===== src/hw/ppu_pkg.sv =====
`default_nettype none

package ppu_pkg;

  // vram side
  typedef logic [15:0] vram_addr_t;
  typedef logic [7:0]  vram_byte_t;

  // raw color index built from the two tile bitplanes
  typedef logic [1:0]  color_idx_t;

  // shade after the BGP palette lookup
  typedef logic [1:0]  shade_t;

  // visible x position, 0..159
  typedef logic [7:0]  screen_x_t;

  // column or row in the 32x32 tile map
  typedef logic [4:0]  tile_coord_t;

  // fetcher steps for one tile
  typedef enum logic [2:0] {
    get_tile,
    get_low,
    get_high,
    sleep,
    push
  } fetch_state_t;

  // tile map bases, picked by lcdc bit 3
  localparam vram_addr_t map_base_lo = 16'h9800;
  localparam vram_addr_t map_base_hi = 16'h9C00;

  // tile data bases, picked by lcdc bit 4
  // 8000 takes the index unsigned, 9000 takes it as a signed offset
  localparam vram_addr_t tile_base_unsigned = 16'h8000;
  localparam vram_addr_t tile_base_signed   = 16'h9000;

  // visible pixels per line
  localparam int screen_width = 160;

  // pixel fifo size, room for two full tile rows
  localparam int fifo_depth   = 16;
  // count has to reach fifo_depth itself
  localparam int fifo_count_w = 5;

endpackage

`default_nettype wire


===== src/hw/pixel_fifo_if.sv =====
`timescale 1ns/1ns
`default_nettype none

interface pixel_fifo_if;

  // fetcher side, one pixel per push pulse
  logic                push;
  ppu_pkg::color_idx_t push_px;

  // shifter side, pop_px is always the head entry
  logic                pop;
  ppu_pkg::color_idx_t pop_px;

  // fill levels from the fifo
  logic                full;
  logic                empty;

  modport producer (output push, output push_px, input empty, input full);

  modport buffer (
    input  push, input  push_px, input  pop,
    output pop_px, output full, output empty
  );

  modport consumer (output pop, input pop_px, input empty);

endinterface

`default_nettype wire


===== src/hw/bg_fetcher.sv =====
`timescale 1ns/1ns
`default_nettype none

module bg_fetcher (
  input  logic                clk,
  input  logic                reset,
  input  logic                line_start,
  input  logic                dot_en,
  input  logic [7:0]          ly,
  input  logic [7:0]          scx,
  input  logic [7:0]          scy,
  input  logic [7:0]          lcdc,
  input  ppu_pkg::vram_byte_t vram_rdata,
  output logic                vram_read_req,
  output ppu_pkg::vram_addr_t vram_addr,
  pixel_fifo_if.producer      fifo
);

  // absolute background line, wraps at 256
  logic [7:0] bg_y;

  // line values captured at line_start
  logic                 map_hi_q;
  logic                 data_unsigned_q;
  ppu_pkg::tile_coord_t coarse_x_q;
  ppu_pkg::tile_coord_t map_row_q;
  logic [2:0]           fine_row_q;

  // fetch progress
  ppu_pkg::fetch_state_t state;
  logic                  phase;
  ppu_pkg::tile_coord_t  tile_cnt;
  logic [2:0]            push_cnt;

  // fetched tile data, the row bytes shift out msb first
  ppu_pkg::vram_byte_t tile_idx;
  ppu_pkg::vram_byte_t low_sr;
  ppu_pkg::vram_byte_t high_sr;

  // address of the current map entry and tile row
  ppu_pkg::tile_coord_t map_col;
  ppu_pkg::vram_addr_t  map_addr;
  ppu_pkg::vram_addr_t  tile_addr;

  assign bg_y = scy + ly;

  // column wraps at 32 through the 5 bit add
  assign map_col = coarse_x_q + tile_cnt;

  // entry at row * 32 + col
  assign map_addr = (map_hi_q ? ppu_pkg::map_base_hi : ppu_pkg::map_base_lo) +
                    {6'b0, map_row_q, map_col};

  // index * 16 + fine row * 2
  // signed mode sign-extends the index so 128..255 land below 9000
  always_comb begin
    if (data_unsigned_q) begin
      tile_addr = ppu_pkg::tile_base_unsigned + {4'b0, tile_idx, fine_row_q, 1'b0};
    end else begin
      tile_addr = ppu_pkg::tile_base_signed +
                  {{4{tile_idx[7]}}, tile_idx, fine_row_q, 1'b0};
    end
  end

  always_ff @(posedge clk or posedge reset) begin
    if (reset) begin
      state           <= ppu_pkg::get_tile;
      phase           <= 1'b0;
      tile_cnt        <= '0;
      push_cnt        <= '0;
      vram_read_req   <= 1'b0;
      vram_addr       <= '0;
      fifo.push       <= 1'b0;
      map_hi_q        <= 1'b0;
      data_unsigned_q <= 1'b0;
      coarse_x_q      <= '0;
      map_row_q       <= '0;
      fine_row_q      <= '0;
    end else if (line_start) begin
      // restart at the first tile with the new register values
      state           <= ppu_pkg::get_tile;
      phase           <= 1'b0;
      tile_cnt        <= '0;
      push_cnt        <= '0;
      vram_read_req   <= 1'b0;
      fifo.push       <= 1'b0;
      map_hi_q        <= lcdc[3];
      data_unsigned_q <= lcdc[4];
      coarse_x_q      <= scx[7:3];
      map_row_q       <= bg_y[7:3];
      fine_row_q      <= bg_y[2:0];
    end else begin
      // both strobes last one cycle at most
      vram_read_req <= 1'b0;
      fifo.push     <= 1'b0;
      if (dot_en) begin
        unique case (state)
          ppu_pkg::get_tile: begin
            if (!phase) begin
              vram_addr     <= map_addr;
              vram_read_req <= 1'b1;
              phase         <= 1'b1;
            end else begin
              tile_idx <= vram_rdata;
              phase    <= 1'b0;
              state    <= ppu_pkg::get_low;
            end
          end
          ppu_pkg::get_low: begin
            if (!phase) begin
              vram_addr     <= tile_addr;
              vram_read_req <= 1'b1;
              phase         <= 1'b1;
            end else begin
              low_sr <= vram_rdata;
              // back to the first phase for the high byte
              phase  <= 1'b0;
              state  <= ppu_pkg::get_high;
            end
          end
          ppu_pkg::get_high: begin
            if (!phase) begin
              vram_addr     <= tile_addr + 16'd1;
              vram_read_req <= 1'b1;
              phase         <= 1'b1;
            end else begin
              high_sr <= vram_rdata;
              phase   <= 1'b0;
              state   <= ppu_pkg::sleep;
            end
          end
          ppu_pkg::sleep: begin
            // two idle dots
            phase <= !phase;
            if (phase) begin
              state <= ppu_pkg::push;
            end
          end
          ppu_pkg::push: begin
            // wait for an empty fifo, then push all 8 on consecutive dots
            if ((push_cnt != 3'd0 || fifo.empty) && !fifo.full) begin
              fifo.push    <= 1'b1;
              fifo.push_px <= {high_sr[7], low_sr[7]};
              high_sr      <= {high_sr[6:0], 1'b0};
              low_sr       <= {low_sr[6:0], 1'b0};
              push_cnt     <= push_cnt + 3'd1;
              if (push_cnt == 3'd7) begin
                tile_cnt <= tile_cnt + 5'd1;
                state    <= ppu_pkg::get_tile;
              end
            end
          end
          default: begin
            state <= ppu_pkg::get_tile;
            phase <= 1'b0;
          end
        endcase
      end
    end
  end

  // vram is only touched on enabled dots
  a_no_req_after_idle: assert property (
    @(posedge clk) disable iff (reset) !dot_en |=> !vram_read_req
  );

endmodule

`default_nettype wire


===== src/hw/bg_pixel_fifo.sv =====
`timescale 1ns/1ns
`default_nettype none

module bg_pixel_fifo (
  input  logic          clk,
  input  logic          reset,
  input  logic          line_start,
  pixel_fifo_if.buffer  fifo
);

  localparam int ptr_w = $clog2(ppu_pkg::fifo_depth);

  // storage
  ppu_pkg::color_idx_t mem [ppu_pkg::fifo_depth];

  // pointers wrap on their own, depth is a power of two
  logic [ptr_w-1:0]                 wr_ptr;
  logic [ptr_w-1:0]                 rd_ptr;
  logic [ppu_pkg::fifo_count_w-1:0] count;

  // transfers that actually move data
  logic do_push;
  logic do_pop;

  assign fifo.full  = (count == ppu_pkg::fifo_count_w'(ppu_pkg::fifo_depth));
  assign fifo.empty = (count == '0);

  // head entry is visible before the pop
  assign fifo.pop_px = mem[rd_ptr];

  assign do_push = fifo.push && !fifo.full;
  assign do_pop  = fifo.pop && !fifo.empty;

  always_ff @(posedge clk) begin
    if (do_push) begin
      mem[wr_ptr] <= fifo.push_px;
    end
  end

  always_ff @(posedge clk or posedge reset) begin
    if (reset) begin
      wr_ptr <= '0;
      rd_ptr <= '0;
      count  <= '0;
    end else if (line_start) begin
      // drop whatever is left of the old line
      wr_ptr <= '0;
      rd_ptr <= '0;
      count  <= '0;
    end else begin
      if (do_push) begin
        wr_ptr <= wr_ptr + 1'b1;
      end
      if (do_pop) begin
        rd_ptr <= rd_ptr + 1'b1;
      end
      // simultaneous push and pop leaves the count alone
      case ({do_push, do_pop})
        2'b10:   count <= count + 1'b1;
        2'b01:   count <= count - 1'b1;
        default: count <= count;
      endcase
    end
  end

  // fetcher only pushes into room
  a_no_overflow: assert property (
    @(posedge clk) disable iff (reset) fifo.push |-> !fifo.full
  );

  // shifter only pops real pixels
  a_no_underflow: assert property (
    @(posedge clk) disable iff (reset) fifo.pop |-> !fifo.empty
  );

endmodule

`default_nettype wire


===== src/hw/pixel_shifter.sv =====
`timescale 1ns/1ns
`default_nettype none

module pixel_shifter (
  input  logic                clk,
  input  logic                reset,
  input  logic                line_start,
  input  logic                dot_en,
  input  logic [7:0]          scx,
  input  logic [7:0]          bgp,
  output logic                pix_valid,
  output ppu_pkg::shade_t     pix_shade,
  output ppu_pkg::screen_x_t  pix_x,
  output logic                line_done,
  pixel_fifo_if.consumer      fifo
);

  localparam ppu_pkg::screen_x_t last_x = ppu_pkg::screen_x_t'(ppu_pkg::screen_width - 1);

  // palette held for the line
  logic [7:0] bgp_q;

  // fine scroll pixels still to drop
  logic [2:0] discard_left;

  // next visible x and end of line flag
  ppu_pkg::screen_x_t x_cnt;
  logic               done;

  logic pop_now;

  // one pop per enabled dot until the line is complete
  assign pop_now  = dot_en && !fifo.empty && !done;
  assign fifo.pop = pop_now;

  always_ff @(posedge clk or posedge reset) begin
    if (reset) begin
      discard_left <= '0;
      x_cnt        <= '0;
      done         <= 1'b0;
      pix_valid    <= 1'b0;
      line_done    <= 1'b0;
    end else if (line_start) begin
      discard_left <= scx[2:0];
      bgp_q        <= bgp;
      x_cnt        <= '0;
      done         <= 1'b0;
      pix_valid    <= 1'b0;
      line_done    <= 1'b0;
    end else begin
      pix_valid <= 1'b0;
      // one cycle after the last pixel
      line_done <= pix_valid && (pix_x == last_x);
      if (pop_now) begin
        if (discard_left != 3'd0) begin
          discard_left <= discard_left - 3'd1;
        end else begin
          pix_valid <= 1'b1;
          // shade n sits at bgp bits 2n+1:2n
          pix_shade <= bgp_q[{fifo.pop_px, 1'b0} +: 2];
          pix_x     <= x_cnt;
          x_cnt     <= x_cnt + 8'd1;
          if (x_cnt == last_x) begin
            done <= 1'b1;
          end
        end
      end
    end
  end

  // x stays on screen, popping stops at 160
  a_x_in_range: assert property (
    @(posedge clk) disable iff (reset) pix_valid |-> (pix_x <= last_x)
  );

endmodule

`default_nettype wire


===== src/hw/ppu_bg.sv =====
`timescale 1ns/1ns
`default_nettype none

module ppu_bg (
  input  logic                clk,
  input  logic                reset,
  input  logic                line_start,
  input  logic                dot_en,
  input  logic [7:0]          ly,
  input  logic [7:0]          scx,
  input  logic [7:0]          scy,
  input  logic [7:0]          lcdc,
  input  logic [7:0]          bgp,
  input  ppu_pkg::vram_byte_t vram_rdata,
  output logic                vram_read_req,
  output ppu_pkg::vram_addr_t vram_addr,
  output logic                pix_valid,
  output ppu_pkg::shade_t     pix_shade,
  output ppu_pkg::screen_x_t  pix_x,
  output logic                line_done
);

  // pixel path between the three blocks
  pixel_fifo_if u_fifo_if ();

  // tile map and tile data reads, pushes 8 pixels per tile
  bg_fetcher u_fetcher (
    .clk           (clk),
    .reset         (reset),
    .line_start    (line_start),
    .dot_en        (dot_en),
    .ly            (ly),
    .scx           (scx),
    .scy           (scy),
    .lcdc          (lcdc),
    .vram_rdata    (vram_rdata),
    .vram_read_req (vram_read_req),
    .vram_addr     (vram_addr),
    .fifo          (u_fifo_if.producer)
  );

  bg_pixel_fifo u_fifo (
    .clk        (clk),
    .reset      (reset),
    .line_start (line_start),
    .fifo       (u_fifo_if.buffer)
  );

  // fine scroll, palette and x count
  pixel_shifter u_shifter (
    .clk        (clk),
    .reset      (reset),
    .line_start (line_start),
    .dot_en     (dot_en),
    .scx        (scx),
    .bgp        (bgp),
    .pix_valid  (pix_valid),
    .pix_shade  (pix_shade),
    .pix_x      (pix_x),
    .line_done  (line_done),
    .fifo       (u_fifo_if.consumer)
  );

endmodule

`default_nettype wire


===== config.mk =====
export PLATFORM = sky130hd
export DESIGN_NAME = ppu_bg
export DESIGN_NICKNAME = d
export VERILOG_FILES = /design/src/hw/ppu_pkg.sv /design/src/hw/pixel_fifo_if.sv /design/src/hw/bg_fetcher.sv /design/src/hw/bg_pixel_fifo.sv /design/src/hw/pixel_shifter.sv /design/src/hw/ppu_bg.sv
export SDC_FILE = /design/constraint.sdc
export NUM_CORES = 1
export LEC_CHECK = 0
export BUFFER_PORTS_ARGS = -buffer_cell sky130_fd_sc_hd__buf_2
export CORE_UTILIZATION = 30
export CTS_CLUSTER_DIAMETER = 80
export DETAILED_ROUTE_END_ITERATION = 10
export GPL_TIMING_DRIVEN = 0
export PLACE_DENSITY = 0.57
export SLEW_MARGIN = 15
export SYNTH_ARGS = -nofsm -noshare
export SYNTH_HDL_FRONTEND = slang
export SYNTH_HIERARCHICAL = 1
export SYNTH_SLANG_ARGS = --single-unit

===== constraint.sdc =====
create_clock -name clk -period 8.8 [get_ports clk]
set_input_delay 0.44 -clock clk [delete_from_list [all_inputs] [get_ports clk]]
set_output_delay 0.44 -clock clk [all_outputs]
set_load 0.01 [all_outputs]

==> flow_summary.ini <==
[critical_path]
path_buf_inv = 4
cp_top_family = buffers and inverters
crit_path_max_fanout = 10
crit_path_top_delay_cell = or3b_1
crit_type = register to register
required_ns = 9.10
cp_common_cell = buf_6
crit_path_start_kind = register
cp-end-kind = register
worstPathCellList = clkbuf_1 -> or4_4 -> buf_6 -> nor2_1 -> or3b_1 -> buf_6 -> inv_1 -> o211ai_4 -> xnor2_1 -> ha_1 -> o32ai_1 -> mux2_1
slowest_delay_ns = 0.42
cp.arrival_ns = 3.66

[sta]
drv_slew = 0
tightest_slew_ns = 1.16
tns_ns = 0
timing.fmax_mhz = 298
min_period_ns = 3.36
slew_headroom = 0.222
fin_skew_ns = 0.00821
rsz0062_at_grt = false
setup_viol = 0
fin_crit_sh = 0.381
final_hold_viol_count = 0

[cells_and_area]
final_cell_area_mm2 = 0.00847
antenna_cells = 0
syn_to_final_growth_pct = 19.5
layout-drive-gt1-share = 0.238
final_nets = 760

[global_routing]
antenna_found_initial = 0
grt_use_total = 0.137
grt_max_degree = 32
overflow = 0
grt_pass1_wl_um = 25400
grt_pass1_vias = 4922

[synthesis]
synth_common_cells = edfxtp_1 (76), dfrtp_1 (70), nand2_1 (64)
synth_cells = 586
yosysUniqueCellTypes = 69
synth-seq-area-share = 0.569
synth.most_common_cell = edfxtp_1
synth_seq_cells = 146
yosysTopAreaCell = edfxtp_1
postSynthAreaPerCell_um2 = 12.1
ys_top_cells_by_area = edfxtp_1 (32%), dfrtp_1 (25%), ha_1 (4.4%)
netlist.area_leader.share = 0.322
ys_warn_count = 6
synth_top_flop_cell = edfxtp_1
synth_edf_count = 76
synth_area_mm2 = 0.00709
async_reset_ff_frac = 0.479

[drt]
vias = 4855
dr.pass1.iters = 4
drt_iter0_markers = 267
antenna_left = 0
drc = 0
wl_per_cell_um = 15.6
wl_um = 15700
viasPerCell = 4.82

[floorplanning]
start_util = 0.309
dieArea_mm2 = 0.0242
num_rows = 55
io_pins = 81
core_area_mm2 = 0.0229
die_h_um = 156
die_w_um = 156

[clock_tree]
cts_buffers = 17
clk_latency_ns = 0.42
h-tree-depth = 4
post-cts-setup-buffers = 0
cts_resized = 0
path_clk_slew_ns = 0.06
cts-hold-fix-buffers = 0
cts_sinks = 146
clock-root-buffer = clkbuf_16
clk_path_buf_depth = 2
cts_tree = yes

[placement]
place_area_mm2 = 0.00789
portBuffers = 72
dp_hpwl_um = 11100
place_congestion = 0.753

[power]
power_leakage_nw = 3.31
p_per_area_mw_per_mm2 = 189
power_mw = 1.60
irDropWorstVdd_mv = 0.0824

[flow_run]
cap_violations = 0

[status]
outcome = complete, no violations

[worst_hold_path]
hp-class = input pin to asynchronous set/reset pin
[logic make-up after synthesis]
logic type                 share of synthesized area
DFF                                            0.569
other                                       0.000529
and+or+nand+nor                                0.146
buffers and inverters                         0.0328
xor gates and xnor gates                      0.0198
muxes                                         0.0853
adders and majority gates                     0.0498
AOI/OAI and AO/OA                             0.0967
[per-stage QoR]
| stage | cells | setup slack [ns] | util | hold WS [ns] |
|---|---|---|---|---|
| global route | 1007 | 5.27 | 0.370 | 0.131 |
| floorplan | 587 | 5.82 | - | 0.317 |
| CTS | 1007 | 5.34 | 0.369 | 0.106 |
| finish | 1007 | 5.44 | 0.370 | 0.108 |
| detailed placement | 975 | 5.36 | 0.344 | 0.406 |
| global placement | 972 | 5.15 | 0.342 | 0.409 |
[cell usage in the layout (no fill, tap or decap), types with 4 or more instances in the layout]
cell / synthesis / layout
a211o_1: 4 / 4
mux4_2: 12 / 12
xor2_1: 5 / 5
nor4_1: 5 / 4
mux2i_1: 15 / 15
a21oi_1: 20 / 20
buf_6: 4 / 4
inv_1: 20 / 19
or4_1: 6 / 6
nor3b_1: 4 / 4
buf_4: 3 / 5
inv_6: 0 / 5
o31ai_1: 4 / 4
o21ai_0: 29 / 29
nand3b_1: 5 / 5
nand4_1: 7 / 7
nor2_1: 52 / 52
edfxtp_1: 76 / 76
nand3_1: 12 / 12
ha_1: 25 / 25
a31oi_1: 6 / 6
clkbuf_16: 0 / 17
nand2_1: 64 / 64
clkinv_4: 0 / 4
nor2b_1: 10 / 10
mux2_2: 14 / 14
a211oi_1: 4 / 4
o311ai_0: 4 / 4
clkbuf_1: 15 / 15
buf_2: 4 / 76
dfrtp_1: 70 / 70
nor3_1: 10 / 9
nand2b_1: 6 / 6
xnor2_1: 11 / 11
[cell type report]
type	count	area [um2]
Inverter	22	85.1
Clock buffer	17	425
Multi-Input combinational cell	392	2840
Tap cell	313	392
Clock inverter	15	149
Fill cell	2253	14400
Buffer	27	148
Timing Repair Buffer	75	395
Sequential cell	146	4030
[final timing paths]
check                                                            to  depth (start not counted)                     startpoint  slack (ns)
worst min-delay path            u_fetcher/vram_addr[15]$_DFFE_PP0P_                          2                          reset        0.11
worst max-delay path                    u_fifo/count[2]$_DFFE_PP0P_                         12    u_fifo/count[2]$_DFFE_PP0P_        5.44
worst min register to register  u_fetcher/fifo.push_px[0]$_DFFE_PP_                          0  u_fetcher/low_sr[7]$_DFFE_PP_        0.43
min in group clk                       u_shifter/bgp_q[5]$_DFFE_PP_                          1                         bgp[5]        0.19
worst max register to register          u_fifo/count[2]$_DFFE_PP0P_                         12    u_fifo/count[2]$_DFFE_PP0P_        5.44
max in group asynchronous            u_shifter/x_cnt[4]$_DFFE_PP0P_                          2                          reset        8.20
[where the power goes]
group          leakage (nW)  switching, mW  total (mW)  internal [mW]
combinational          1.44         0.0800       0.139         0.0588
sequential             1.60         0.0193       0.766          0.747
clock                 0.274          0.303       0.700          0.396
[per-layer routing]
metal	vias to the layer above	GRT usage	wire length [um]
li1	2348	-	-
met1	2382	0.182	7400
met2	112	0.222	7450
met3	13	0.0322	641
met4	0	0.0444	172
met5	-	0	0
[sequential cells by signal, summed over array words and instances, names as in the netlist, 8 cells and up]
| signal | flops |
|---|---|
| u_fifo/mem | 32 |
| u_fetcher/low_sr | 8 |
| u_fetcher/vram_addr | 14 |
| u_shifter/x_cnt | 8 |
| u_fetcher/high_sr | 8 |
| u_shifter/bgp_q | 8 |
| u_fetcher/tile_idx | 8 |
| u_shifter/pix_x | 8 |
(Power assumes the default switching activity.)
